## src/logic/l2_write_pkg.sv

```systemverilog
package l2_write_pkg;

    // Memory write bus geometry
    localparam int addr_w = 32;
    localparam int word_w = 32;
    localparam int strb_w = word_w / 8;

    // Burst length field carries beats minus one
    localparam int len_w = 8;

    // Write arbiter bus ownership
    // The burst writer owns the bus in st_idle and st_buf_req
    // An uncached beat is in flight in st_dma_w and its response awaited in st_dma_b
    typedef enum logic [1:0] {
        st_idle,
        st_buf_req,
        st_dma_w,
        st_dma_b
    } arb_state_t;

endpackage

```

## src/logic/burst_writer.sv

```systemverilog
`timescale 1ns/100ps

module burst_writer
    import l2_write_pkg::*;
#(
    parameter int offset_width = 2
) (
    input  logic                                  clk,
    input  logic                                  rstn,
    // Buffer head
    input  logic                                  head_valid,
    input  logic [addr_w-1:0]                     head_addr,
    input  logic [(1 << offset_width)*word_w-1:0] head_line,
    output logic                                  head_pop,
    // Bus, through the arbiter
    output logic [addr_w-1:0]                     bw_waddr,
    output logic [len_w-1:0]                      bw_len,
    output logic [strb_w-1:0]                     bw_wstrb,
    output logic                                  bw_wvalid,
    output logic [word_w-1:0]                     bw_wdata,
    output logic                                  bw_wlast,
    output logic                                  bw_bready,
    input  logic                                  bw_waddr_ok,
    input  logic                                  bw_wready,
    input  logic                                  bw_bvalid
);

    localparam int words = 1 << offset_width;
    localparam int cnt_w = (offset_width > 0) ? offset_width : 1;
    localparam logic [cnt_w-1:0] last_beat = cnt_w'(words - 1);

    logic [cnt_w-1:0] beat_cnt;
    logic             aw_done;
    logic             beat_fire;
    logic             is_last;

    assign is_last = (beat_cnt == last_beat);

    // A beat may move from the address acceptance cycle onward
    assign beat_fire = bw_wvalid && bw_wready && (aw_done || bw_waddr_ok);

    assign bw_waddr = head_addr;
    assign bw_len   = len_w'(words - 1);
    assign bw_wstrb = '1;
    assign bw_wdata = head_line[beat_cnt*word_w +: word_w];
    assign bw_wlast = bw_wvalid && is_last;
    assign head_pop = bw_bready && bw_bvalid;

    always_ff @(posedge clk or negedge rstn) begin
        if (!rstn) begin
            bw_wvalid <= 1'b0;
            bw_bready <= 1'b0;
            beat_cnt  <= '0;
            aw_done   <= 1'b0;
        end else begin
            if (!bw_wvalid && !bw_bready) begin
                // Idle writer starts on any pending head entry
                if (head_valid) begin
                    bw_wvalid <= 1'b1;
                    beat_cnt  <= '0;
                    aw_done   <= 1'b0;
                end
            end else if (bw_wvalid) begin
                if (bw_waddr_ok) begin
                    aw_done <= 1'b1;
                end
                if (beat_fire) begin
                    if (is_last) begin
                        bw_wvalid <= 1'b0;
                        bw_bready <= 1'b1;
                    end else begin
                        beat_cnt <= beat_cnt + 1'b1;
                    end
                end
            end else if (bw_bvalid) begin
                // The head leaves the buffer on this response
                bw_bready <= 1'b0;
                aw_done   <= 1'b0;
            end
        end
    end

endmodule

```

## src/logic/l2_write_path.sv

```systemverilog
`timescale 1ns/100ps

module l2_write_path
    import l2_write_pkg::*;
#(
    parameter int offset_width = 2,
    parameter int buf_depth    = 2
) (
    input  logic                                  clk,
    input  logic                                  rstn,
    // Cache write port
    input  logic                                  cache_req_w,
    input  logic [addr_w-1:0]                     cache_addr,
    input  logic [(1 << offset_width)*word_w-1:0] cache_line,
    input  logic                                  cache_dma,
    input  logic [strb_w-1:0]                     cache_wstrb,
    output logic                                  cache_addr_ok,
    // Memory write bus
    output logic [addr_w-1:0]                     bus_waddr,
    output logic [len_w-1:0]                      bus_len,
    output logic [strb_w-1:0]                     bus_wstrb,
    output logic                                  bus_wvalid,
    output logic [word_w-1:0]                     bus_wdata,
    output logic                                  bus_wlast,
    output logic                                  bus_bready,
    input  logic                                  bus_waddr_ok,
    input  logic                                  bus_wready,
    input  logic                                  bus_bvalid
);

    localparam int line_w = (1 << offset_width) * word_w;

    logic              buf_req;
    logic [addr_w-1:0] buf_addr;
    logic [line_w-1:0] buf_line;
    logic              buf_accept;
    logic              drained;

    logic              head_valid;
    logic [addr_w-1:0] head_addr;
    logic [line_w-1:0] head_line;
    logic              head_pop;

    logic [addr_w-1:0] bw_waddr;
    logic [len_w-1:0]  bw_len;
    logic [strb_w-1:0] bw_wstrb;
    logic              bw_wvalid;
    logic [word_w-1:0] bw_wdata;
    logic              bw_wlast;
    logic              bw_bready;
    logic              bw_waddr_ok;
    logic              bw_wready;
    logic              bw_bvalid;

    write_arbiter #(
        .offset_width (offset_width)
    ) write_arbiter_inst (
        .clk           (clk),
        .rstn          (rstn),
        .cache_req_w   (cache_req_w),
        .cache_addr    (cache_addr),
        .cache_line    (cache_line),
        .cache_dma     (cache_dma),
        .cache_wstrb   (cache_wstrb),
        .cache_addr_ok (cache_addr_ok),
        .buf_req       (buf_req),
        .buf_addr      (buf_addr),
        .buf_line      (buf_line),
        .buf_accept    (buf_accept),
        .drained       (drained),
        .bw_waddr      (bw_waddr),
        .bw_len        (bw_len),
        .bw_wstrb      (bw_wstrb),
        .bw_wvalid     (bw_wvalid),
        .bw_wdata      (bw_wdata),
        .bw_wlast      (bw_wlast),
        .bw_bready     (bw_bready),
        .bw_waddr_ok   (bw_waddr_ok),
        .bw_wready     (bw_wready),
        .bw_bvalid     (bw_bvalid),
        .bus_waddr     (bus_waddr),
        .bus_len       (bus_len),
        .bus_wstrb     (bus_wstrb),
        .bus_wvalid    (bus_wvalid),
        .bus_wdata     (bus_wdata),
        .bus_wlast     (bus_wlast),
        .bus_bready    (bus_bready),
        .bus_waddr_ok  (bus_waddr_ok),
        .bus_wready    (bus_wready),
        .bus_bvalid    (bus_bvalid)
    );

    write_buffer #(
        .offset_width (offset_width),
        .buf_depth    (buf_depth)
    ) write_buffer_inst (
        .clk        (clk),
        .rstn       (rstn),
        .buf_req    (buf_req),
        .buf_addr   (buf_addr),
        .buf_line   (buf_line),
        .buf_accept (buf_accept),
        .head_valid (head_valid),
        .head_addr  (head_addr),
        .head_line  (head_line),
        .head_pop   (head_pop),
        .drained    (drained)
    );

    burst_writer #(
        .offset_width (offset_width)
    ) burst_writer_inst (
        .clk         (clk),
        .rstn        (rstn),
        .head_valid  (head_valid),
        .head_addr   (head_addr),
        .head_line   (head_line),
        .head_pop    (head_pop),
        .bw_waddr    (bw_waddr),
        .bw_len      (bw_len),
        .bw_wstrb    (bw_wstrb),
        .bw_wvalid   (bw_wvalid),
        .bw_wdata    (bw_wdata),
        .bw_wlast    (bw_wlast),
        .bw_bready   (bw_bready),
        .bw_waddr_ok (bw_waddr_ok),
        .bw_wready   (bw_wready),
        .bw_bvalid   (bw_bvalid)
    );

endmodule

```

## src/logic/write_arbiter.sv

```systemverilog
`timescale 1ns/100ps

module write_arbiter
    import l2_write_pkg::*;
#(
    parameter int offset_width = 2
) (
    input  logic                                  clk,
    input  logic                                  rstn,
    // Cache side
    input  logic                                  cache_req_w,
    input  logic [addr_w-1:0]                     cache_addr,
    input  logic [(1 << offset_width)*word_w-1:0] cache_line,
    input  logic                                  cache_dma,
    input  logic [strb_w-1:0]                     cache_wstrb,
    output logic                                  cache_addr_ok,
    // Write buffer side
    output logic                                  buf_req,
    output logic [addr_w-1:0]                     buf_addr,
    output logic [(1 << offset_width)*word_w-1:0] buf_line,
    input  logic                                  buf_accept,
    input  logic                                  drained,
    // Burst writer side
    input  logic [addr_w-1:0]                     bw_waddr,
    input  logic [len_w-1:0]                      bw_len,
    input  logic [strb_w-1:0]                     bw_wstrb,
    input  logic                                  bw_wvalid,
    input  logic [word_w-1:0]                     bw_wdata,
    input  logic                                  bw_wlast,
    input  logic                                  bw_bready,
    output logic                                  bw_waddr_ok,
    output logic                                  bw_wready,
    output logic                                  bw_bvalid,
    // Memory write bus
    output logic [addr_w-1:0]                     bus_waddr,
    output logic [len_w-1:0]                      bus_len,
    output logic [strb_w-1:0]                     bus_wstrb,
    output logic                                  bus_wvalid,
    output logic [word_w-1:0]                     bus_wdata,
    output logic                                  bus_wlast,
    output logic                                  bus_bready,
    input  logic                                  bus_waddr_ok,
    input  logic                                  bus_wready,
    input  logic                                  bus_bvalid
);

    arb_state_t state;
    arb_state_t state_nxt;
    logic       dma_aw_done;
    logic       dma_beat;

    // Single uncached beat goes through once the address is (or was) taken
    assign dma_beat = (state == st_dma_w) && bus_wready && (dma_aw_done || bus_waddr_ok);

    always_ff @(posedge clk or negedge rstn) begin
        if (!rstn) begin
            state <= st_idle;
        end else begin
            state <= state_nxt;
        end
    end

    always_ff @(posedge clk or negedge rstn) begin
        if (!rstn) begin
            dma_aw_done <= 1'b0;
        end else if (state != st_dma_w) begin
            dma_aw_done <= 1'b0;
        end else if (bus_waddr_ok) begin
            dma_aw_done <= 1'b1;
        end
    end

    always_comb begin
        state_nxt = state;
        case (state)
            st_idle: begin
                if (cache_req_w) begin
                    if (!cache_dma) begin
                        state_nxt = st_buf_req;
                    end else if (drained) begin
                        // Uncached write waits for every buffered line to reach memory
                        state_nxt = st_dma_w;
                    end
                end
            end
            st_buf_req: begin
                if (buf_accept) begin
                    state_nxt = st_idle;
                end
            end
            st_dma_w: begin
                if (dma_beat) begin
                    state_nxt = st_dma_b;
                end
            end
            st_dma_b: begin
                if (bus_bvalid) begin
                    state_nxt = st_idle;
                end
            end
            default: begin
                state_nxt = st_idle;
            end
        endcase
    end

    // Line payload always follows the cache and only the request is qualified
    assign buf_addr = cache_addr;
    assign buf_line = cache_line;

    always_comb begin
        cache_addr_ok = 1'b0;
        buf_req       = 1'b0;

        // Burst writer owns the bus by default
        bus_waddr   = bw_waddr;
        bus_len     = bw_len;
        bus_wstrb   = bw_wstrb;
        bus_wvalid  = bw_wvalid;
        bus_wdata   = bw_wdata;
        bus_wlast   = bw_wlast;
        bus_bready  = bw_bready;
        bw_waddr_ok = bus_waddr_ok;
        bw_wready   = bus_wready;
        bw_bvalid   = bus_bvalid;

        case (state)
            st_buf_req: begin
                buf_req       = 1'b1;
                cache_addr_ok = buf_accept;
            end
            st_dma_w: begin
                bus_waddr   = cache_addr;
                bus_len     = '0;
                bus_wstrb   = cache_wstrb;
                bus_wvalid  = 1'b1;
                bus_wdata   = cache_line[word_w-1:0];
                bus_wlast   = 1'b1;
                bus_bready  = 1'b0;
                bw_waddr_ok = 1'b0;
                bw_wready   = 1'b0;
                bw_bvalid   = 1'b0;
            end
            st_dma_b: begin
                bus_waddr     = cache_addr;
                bus_len       = '0;
                bus_wstrb     = cache_wstrb;
                bus_wvalid    = 1'b0;
                bus_wdata     = cache_line[word_w-1:0];
                bus_wlast     = 1'b0;
                bus_bready    = 1'b1;
                bw_waddr_ok   = 1'b0;
                bw_wready     = 1'b0;
                bw_bvalid     = 1'b0;
                // The uncached write is acknowledged to the cache only on its response
                cache_addr_ok = bus_bvalid;
            end
            default: ;
        endcase
    end

endmodule

```

## src/logic/write_buffer.sv

```systemverilog
`timescale 1ns/100ps

module write_buffer
    import l2_write_pkg::*;
#(
    parameter int offset_width = 2,
    parameter int buf_depth    = 2
) (
    input  logic                                  clk,
    input  logic                                  rstn,
    input  logic                                  buf_req,
    input  logic [addr_w-1:0]                     buf_addr,
    input  logic [(1 << offset_width)*word_w-1:0] buf_line,
    output logic                                  buf_accept,
    output logic                                  head_valid,
    output logic [addr_w-1:0]                     head_addr,
    output logic [(1 << offset_width)*word_w-1:0] head_line,
    input  logic                                  head_pop,
    output logic                                  drained
);

    localparam int line_w = (1 << offset_width) * word_w;
    localparam int ptr_w  = (buf_depth > 1) ? $clog2(buf_depth) : 1;
    localparam int off_lsb = offset_width + $clog2(strb_w);
    localparam logic [addr_w-1:0] line_mask = ~((addr_w'(1) << off_lsb) - addr_w'(1));

    logic [addr_w-1:0] entry_addr [buf_depth];
    logic [line_w-1:0] entry_line [buf_depth];
    logic [buf_depth-1:0] used;
    logic [ptr_w-1:0]  head_ptr;
    logic [ptr_w-1:0]  tail_ptr;
    logic [addr_w-1:0] line_addr;
    logic              full;
    logic              match_hit;
    logic [ptr_w-1:0]  match_idx;
    logic              merge_en;
    logic              push_en;

    function automatic logic [ptr_w-1:0] ptr_inc(input logic [ptr_w-1:0] p);
        if (p == ptr_w'(buf_depth - 1)) begin
            return '0;
        end
        return p + 1'b1;
    endfunction

    assign line_addr = buf_addr & line_mask;
    assign full      = &used;
    assign drained   = ~|used;

    // Find a pending non-head entry of the same line since the head may be on the bus
    always_comb begin
        match_hit = 1'b0;
        match_idx = '0;
        for (int i = 0; i < buf_depth; i++) begin
            if (used[i] && (ptr_w'(i) != head_ptr) && (entry_addr[i] == line_addr)) begin
                match_hit = 1'b1;
                match_idx = ptr_w'(i);
            end
        end
    end

    assign buf_accept = buf_req && (match_hit || !full);
    assign merge_en   = buf_req && match_hit;
    assign push_en    = buf_req && !match_hit && !full;

    assign head_valid = used[head_ptr];
    assign head_addr  = entry_addr[head_ptr];
    assign head_line  = entry_line[head_ptr];

    always_ff @(posedge clk) begin
        if (merge_en) begin
            entry_line[match_idx] <= buf_line;
        end else if (push_en) begin
            entry_addr[tail_ptr] <= line_addr;
            entry_line[tail_ptr] <= buf_line;
        end
    end

    always_ff @(posedge clk or negedge rstn) begin
        if (!rstn) begin
            used     <= '0;
            head_ptr <= '0;
            tail_ptr <= '0;
        end else begin
            if (push_en) begin
                used[tail_ptr] <= 1'b1;
                tail_ptr       <= ptr_inc(tail_ptr);
            end
            // Head and tail never coincide when both happen since full blocks the push
            if (head_pop && head_valid) begin
                used[head_ptr] <= 1'b0;
                head_ptr       <= ptr_inc(head_ptr);
            end
        end
    end

endmodule

```

## config.mk

```make
export PLATFORM = sky130hd
export DESIGN_NAME = l2_write_path
export DESIGN_NICKNAME = d
export VERILOG_FILES = /design/src/logic/l2_write_pkg.sv /design/src/logic/burst_writer.sv /design/src/logic/l2_write_path.sv /design/src/logic/write_arbiter.sv /design/src/logic/write_buffer.sv
export SDC_FILE = /design/constraint.sdc
export NUM_CORES = 1
export LEC_CHECK = 0
export BUFFER_PORTS_ARGS = -buffer_cell sky130_fd_sc_hd__buf_2
export CAP_MARGIN = 25
export CORE_UTILIZATION = 35
export CTS_CLUSTER_DIAMETER = 200
export DETAILED_ROUTE_END_ITERATION = 8
export GPL_TIMING_DRIVEN = 1
export PLACE_DENSITY_LB_ADDON = 0.15
export SETUP_SLACK_MARGIN = 0.15
export SYNTH_ARGS = -nofsm -noshare
export SYNTH_HDL_FRONTEND = slang
export SYNTH_SLANG_ARGS = --single-unit
```

## constraint.sdc

```tcl
create_clock -name clk -period 11.4 [get_ports clk]
set_clock_uncertainty 0.05 [all_clocks]
set_input_delay 0.57 -clock clk [delete_from_list [all_inputs] [get_ports clk]]
set_output_delay 0.57 -clock clk [all_outputs]
set_load 0.01 [all_outputs]
```

**Word-level counts from Yosys, hierarchy flattened**

Memory sizes are Yosys's and may differ from the RTL's.
Index checks and enable logic that the tools add are counted.

- Logic and storage cells: 146
- Memory bits (writable): 312
- Register bits after elaboration: 12
- Memories kept: 2

- Equality and inequality tests: 17
- Reductions and logical operators: 39
- Muxes and demuxes: 66
- Shift operators: 1
- Bitwise logic cells: 5
- Order comparisons: 4
- $add $sub $neg: 3

Memories:

| memory | words | bits a word | read ports | clocked after memory_dff | write ports | line | source |
|---|---|---|---|---|---|---|---|
| write_buffer_inst.entry_line | 2 | 128 | 1 | 0 | 1 | write_buffer.sv:28 | `logic [line_w-1:0] entry_line [buf_depth];` |
| write_buffer_inst.entry_addr | 2 | 28 | 3 | 0 | 1 | write_buffer.sv:27 | `logic [addr_w-1:0] entry_addr [buf_depth];` |

Operators with widths:

| operator | count |
|---|---|
| $mux W128 | 1 |
| $reduce_or A128 Y1 | 1 |
| $shiftx A128 B8 Y32 | 1 |
| $eq A32 B32 Y1 | 2 |
| $mux W32 | 2 |
| $mux W1 | 41 |
| $mux W2 | 14 |
| $logic_and A1 B1 Y1 | 18 |
| $ne A2 B2 Y1 const B | 7 |
| $pmux W1 S2 | 4 |
| $pmux W2 S4 | 1 |
| $reduce_and A4 Y1 | 2 |
| $reduce_bool A2 Y1 | 4 |
| $eq A2 B2 Y1 const B | 3 |
| $ne A3 B3 Y1 const B | 2 |
| $reduce_and A5 Y1 | 1 |
| $logic_not A1 Y1 | 4 |
| $lt A1 B2 Y1 const B | 2 |
| $mux W4 | 1 |
| $ne A2 B1 Y1 const B | 2 |
| $reduce_or A2 Y1 | 2 |
| $logic_or A1 B1 Y1 | 3 |
| $reduce_and A3 Y1 | 1 |
| $reduce_bool A3 Y1 | 1 |
| other kinds (11) | 15 |

**Logic depth before layout (Yosys ltp)**

An unclocked memory read counts as a cell.

- Depth after elaboration: 13
- Depth in mapped cells: 7
- Depth with buffers taken out: 6

**Hierarchy**

From an unflattened synthesis, not the netlist that was laid out.

- Cell total of the unflattened synthesis: 971
- Area total of the unflattened synthesis: 15803.9 um2

By module, submodules not included:

| module | area each (um2) | cells an instance | times used |
|---|---|---|---|
| write_buffer | 12077.8 | 592 | 1 |
| write_arbiter | 2319.7 | 270 | 1 |
| burst_writer | 1406.3 | 109 | 1 |

**Worst setup path after synthesis**

OpenSTA, ideal clock, no wires.

- Path type: input -> register
- Start: input cache_addr[27]
- End: memory write_buffer_inst.entry_line[0][0] (netlist name), enable pin
- Cell stages on the path: 6
- Slack: 2.826 ns
- Buffers on the path: 1
- Required time: 10.693 ns
- Library setup time: 0.657 ns
- Data arrival time: 7.867 ns
- Cell sequence: xor2_1 -> nor4_1 -> nand4_1 -> or4_1 -> buf_2 -> a21oi_1

- Longest elaborated chain between the ends: 12
- Elaborated cells on any way between the ends: 19
- Those cells by class: 2 x eq/ne; 10 x mux; 7 x reduce/logical

Ends and longest elaborated chain:

| what | line | source |
|---|---|---|
| start: declaration | l2_write_path.sv:13 | `input logic [addr_w-1:0] cache_addr,` |
| $eq A32 B32 Y1 | write_buffer.sv:55 | `if (used[i] && (ptr_w'(i) != head_ptr) && (entry_addr[i] == line_addr)) begin` |
| $logic_and A1 B1 Y1 | write_buffer.sv:55 |  |
| $mux W1 (2 in series) | write_buffer.sv:55 |  |
| $logic_not A1 Y1 | write_buffer.sv:64 | `assign push_en = buf_req && !match_hit && !full;` |
| $logic_and A1 B1 Y1 (2 in series) | write_buffer.sv:64 |  |
| $mux W1 | write_buffer.sv:73 | `end else if (push_en) begin` |
| $mux W1 | write_buffer.sv:71 | `if (merge_en) begin` |
| $mux W1 (implied by the code) | write_buffer.sv:75 | `entry_line[tail_ptr] <= buf_line;` |
| $reduce_or A128 Y1 (no source line) | - |  |
| $mux W1 (no source line) | - |  |
| end: declaration | write_buffer.sv:28 |  |

Several ways; a longest one is shown, not always the timed one.

**Worst setup path after layout**

- Start: register write_buffer_inst.head_ptr
- End: output bus_wdata[15]

- Longest elaborated chain between the ends: 3

Ends and longest elaborated chain:

| what | line | source |
|---|---|---|
| start: declaration | write_buffer.sv:30 | `logic [ptr_w-1:0] head_ptr;` |
| start signal: assignment | write_buffer.sv:92 | `head_ptr <= ptr_inc(head_ptr);` |
| $mem_v2 Z2 W128 | - |  |
| $shiftx A128 B8 Y32 | burst_writer.sv:45 | `assign bw_wdata = head_line[beat_cnt*word_w +: word_w];` |
| $mux W32 | write_arbiter.sv:127 | `case (state)` |
| end: declaration | l2_write_path.sv:23 | `output logic [word_w-1:0] bus_wdata,` |

Every way passes these cells.

==> flow_summary.yaml <==
logic_synthesis:
  synth_top_cell_by_area: "edfxtp_1"
  ys_seq_area_share_pct: 71.74
  ys_async_sr_fraction_pct: 3.704
  synthMuxAreaShare_pct: 15.47
  yosys.area_share.simple_pct: 4.159
  synth_top_area_share_pct: 69.51
  syn_area_per_cell_um2: 17.69
  synth_top_family_by_area: "multiplexers"
  synth_fa_ha_area_share_pct: 0.09283
  yosys-top-cells-area: "edfxtp_1 70%, mux4_2 11%, mux2i_1 4.6%, xnor2_1 2.5%, o21ai_0 2.4%"
  synth_compound_area_share_pct: 3.091
  synth-xor-area-share_pct: 3.704
  synth-seq-cells: 324
  synthCells: 762
  ys_warn_count: 0
  synth_edf_count: 312
  ys_types: 38
  synth_area_mm2: 0.01348
  ys.flop_type: "edfxtp_1"
global_routing:
  grt_antenna_before_repair: 10
  grt-ovfl-total: 0
  first_global_vias: 7688
  track_usage_pct: 15.40
  grt_pass1_wl_um: 45320
  grt_max_degree: 87
floorplan:
  fp.coreArea_mm2: 0.03776
  rows: 71
  die_h_um: 198.2
  die_area_mm2: 0.03930
  start_util_pct: 35.70
  io_pins: 251
  die_x_um: 198.2
critical_path:
  crit_fanout: 37
  required_ns: 10.78
  critPathLaunchType: "flop"
  arrival_ns: 3.18
  crit_type: "reg2out"
  endpoint_kind: "primary output"
hold_path:
  min-delay-path-class: "in2reg"
power:
  power_switching_mw: 1.447
  clock_power_share_pct: 24.6
  p_sw_share_pct: 32.44
  ir_drop_v: 0.0001406
  combPwrFrac_pct: 32.7
  leakage_nw: 5.763
  p_seq_share_pct: 42.7
  pwr_density_cell_mw_per_mm2: 272.2
  cellInternalPower_mw: 3.013
timing:
  setup_viol: 0
  setup_ws_ns: 7.597
  max_freq_mhz: 263.0
  drv_slew: 0
  rsz0062_at_grt: "false"
  tightest_slew_ns: 0.9518
  hold_violations: 0
  min_period_over_period_pct: 33.36
  min_period_ns: 3.803
  tns_ns: 0
  maxSlewHeadroom_pct: 36.54
drt:
  post_drt_wl_per_cell_um: 19.28
  drtIter0Drc: 330
  drtPass1Iterations: 4
  viasPerCell: 4.724
  postRouteAntennaNets: 0
  wl_um: 30020
  num_vias: 7355
  drcViolationCount: 0
place:
  place.gp.congestion: 0.7430
  dp_hpwl_um: 19020
  port_buffers: 244
  pre_cts_ws_ns: 7.580
final_layout:
  area_delta_synth_final_pct: 21.54
  fin_nets: 1188
  drive_gt1_share_pct: 36.15
clock_network:
  htreeDepth: 2
  clock_path_buffers: 3
  cts.sinks: 324
  cts.clk_slew.worst_paths_ns: 0.06
  cts-root-buf: "clkbuf_16"
  numCtsBuffers: 36
  cts.repair.resized: 0
  cts_setup_buffers: 0
  clock_insertion_delay_worst_skew_ns: 0.52
  cts_tree: "done"
run:
  cap_violations: 0
status:
  status: "complete, no violations"
## registers in the layout, summed over array words and instances (netlist names)
register,flops
write_buffer_inst.tail_ptr,1
write_buffer_inst.entry_addr,56
write_arbiter_inst.state,2
write_buffer_inst.entry_line,256
burst_writer_inst.bw_bready,1
write_buffer_inst.head_ptr,1
write_buffer_inst.used,2
burst_writer_inst.beat_cnt,2
burst_writer_inst.bw_wvalid,1
write_arbiter_inst.dma_aw_done,1
burst_writer_inst.aw_done,1
## path summary, 6_finish.rpt
check                                                     from                              endpoint  slack [ns]  cells past startpoint
max reg2reg                write_buffer_inst.entry_addr[0][23]   write_buffer_inst.entry_line[0][90]        7.93                      6
min in group asynchronous                                 rstn            write_buffer_inst.head_ptr        0.46                      2
max in group asynchronous                                 rstn           write_arbiter_inst.state[1]       10.57                      2
min reg2reg                     write_arbiter_inst.dma_aw_done        write_arbiter_inst.dma_aw_done        0.46                      2
max                                 write_buffer_inst.head_ptr                         bus_wdata[15]        7.60                      5
min                                            cache_line[110]  write_buffer_inst.entry_line[0][110]        0.19                      1
## critical path, stage by stage, from the launching register on
cell     delay, ns
dfrtp_4       0.75
buf_4         0.70
mux4_2        0.59
mux2i_1       0.19
o21ai_0       0.16
buf_2         0.22
## repair_timing
action                                  4_1_cts  5_1_grt
endpoints found under the setup margin        0        0
hold buffers                                  1        0
endpoints found under the hold margin        12        0
## cell usage in the layout, fill, tap and decap left out, drive strengths merged
cell	Yosys	final
clkinvlp	0	1
a221oi	1	1
edfxtp	312	312
xor2	19	19
or4	1	1
a21oi	8	8
o21a	1	1
ha	1	1
nand4	10	10
o21ai	65	65
nor3	2	2
nand2b	6	6
nand3b	1	1
and3	1	1
o22ai	1	1
dlygate4sd3	0	1
nor2b	1	1
or3	1	1
diode	0	3
xnor2	38	38
and2	4	4
conb	1	6
a31oi	2	2
o31a	1	1
mux2	2	2
nor2	7	7
dfrtp	12	12
mux2i	62	62
buf	28	255
clkinv	1	11
inv	2	4
nand2	75	75
bufinv	0	2
clkbuf	17	50
o31ai	1	1
nand3	7	7
nor4	7	7
mux4	64	64
## metal layers
metal	vias up	wire, um	global-route usage, %
met5	-	82	0
li1	3507	-	-
met3	51	1983	4.514
met4	14	510	3.991
met2	190	14260	25.29
met1	3593	13190	19.90
## power groups by stage
stage / Sequential, mW / Clock [mW] / Combinational, mW
final: 1.90 / 1.10 / 1.46
after global routing: 1.95 / 1.18 / 1.61
after CTS: 1.91 / 1.13 / 1.51
after detailed placement: 1.94 / 0 / 1.50
after global placement: 1.93 / 0 / 1.50
after floorplan: 1.90 / 0 / 1.03
## synthesized netlist by cell type (2+ instances only)
| master | n |
|---|---|
| a21oi_1 | 8 |
| nand4_1 | 10 |
| buf_1 | 9 |
| and2_1 | 4 |
| clkbuf_1 | 17 |
| nor4_1 | 7 |
| mux2_2 | 2 |
| mux2i_1 | 62 |
| mux4_2 | 64 |
| a31oi_1 | 2 |
| xnor2_1 | 38 |
| buf_2 | 11 |
| nand2b_1 | 6 |
| xor2_1 | 19 |
| nor2_1 | 7 |
| edfxtp_1 | 312 |
| nand3_1 | 6 |
| dfrtp_1 | 12 |
| nor3_1 | 2 |
| nand2_1 | 75 |
| buf_4 | 7 |
| inv_1 | 2 |
| o21ai_0 | 65 |
## kinds of logic after synthesis
logic type / Yosys count
compound gates: 80
mux: 128
flops: 324
other cells: 1
fa+ha+maj: 1
simple gates: 123
xor+xnor: 57
buf+inv: 48
## final cells by class
class | count | area, um^2
fill | 3403 | 21370
sequential | 324 | 9682
multi-input combinational | 395 | 3623
timing repair buffer | 256 | 1314
clock buffer | 50 | 974.7
tap | 511 | 639.4
clock inverter | 15 | 128.9
inverter | 3 | 11.26
antenna | 3 | 7.507
## metrics by stage
| step | utilization [%] | hold slack, ns | power (mW) | instance area (um^2) | cells |
|---|---|---|---|---|---|
| after CTS | 43.37 | 0.1596 | 4.554 | 16370 | 1554 |
| after global routing | 43.39 | 0.1661 | 4.738 | 16380 | 1557 |
| after detailed placement | 40.42 | 0.4331 | 3.438 | 15260 | 1488 |
| final | 43.39 | 0.1880 | 4.460 | 16380 | 1557 |
| after global placement | 40.42 | 0.4198 | 3.433 | 15260 | 1488 |
| after floorplan | - | 0.2244 | 2.930 | 13500 | 767 |
Note: power is estimated with default switching activity, not from simulation.
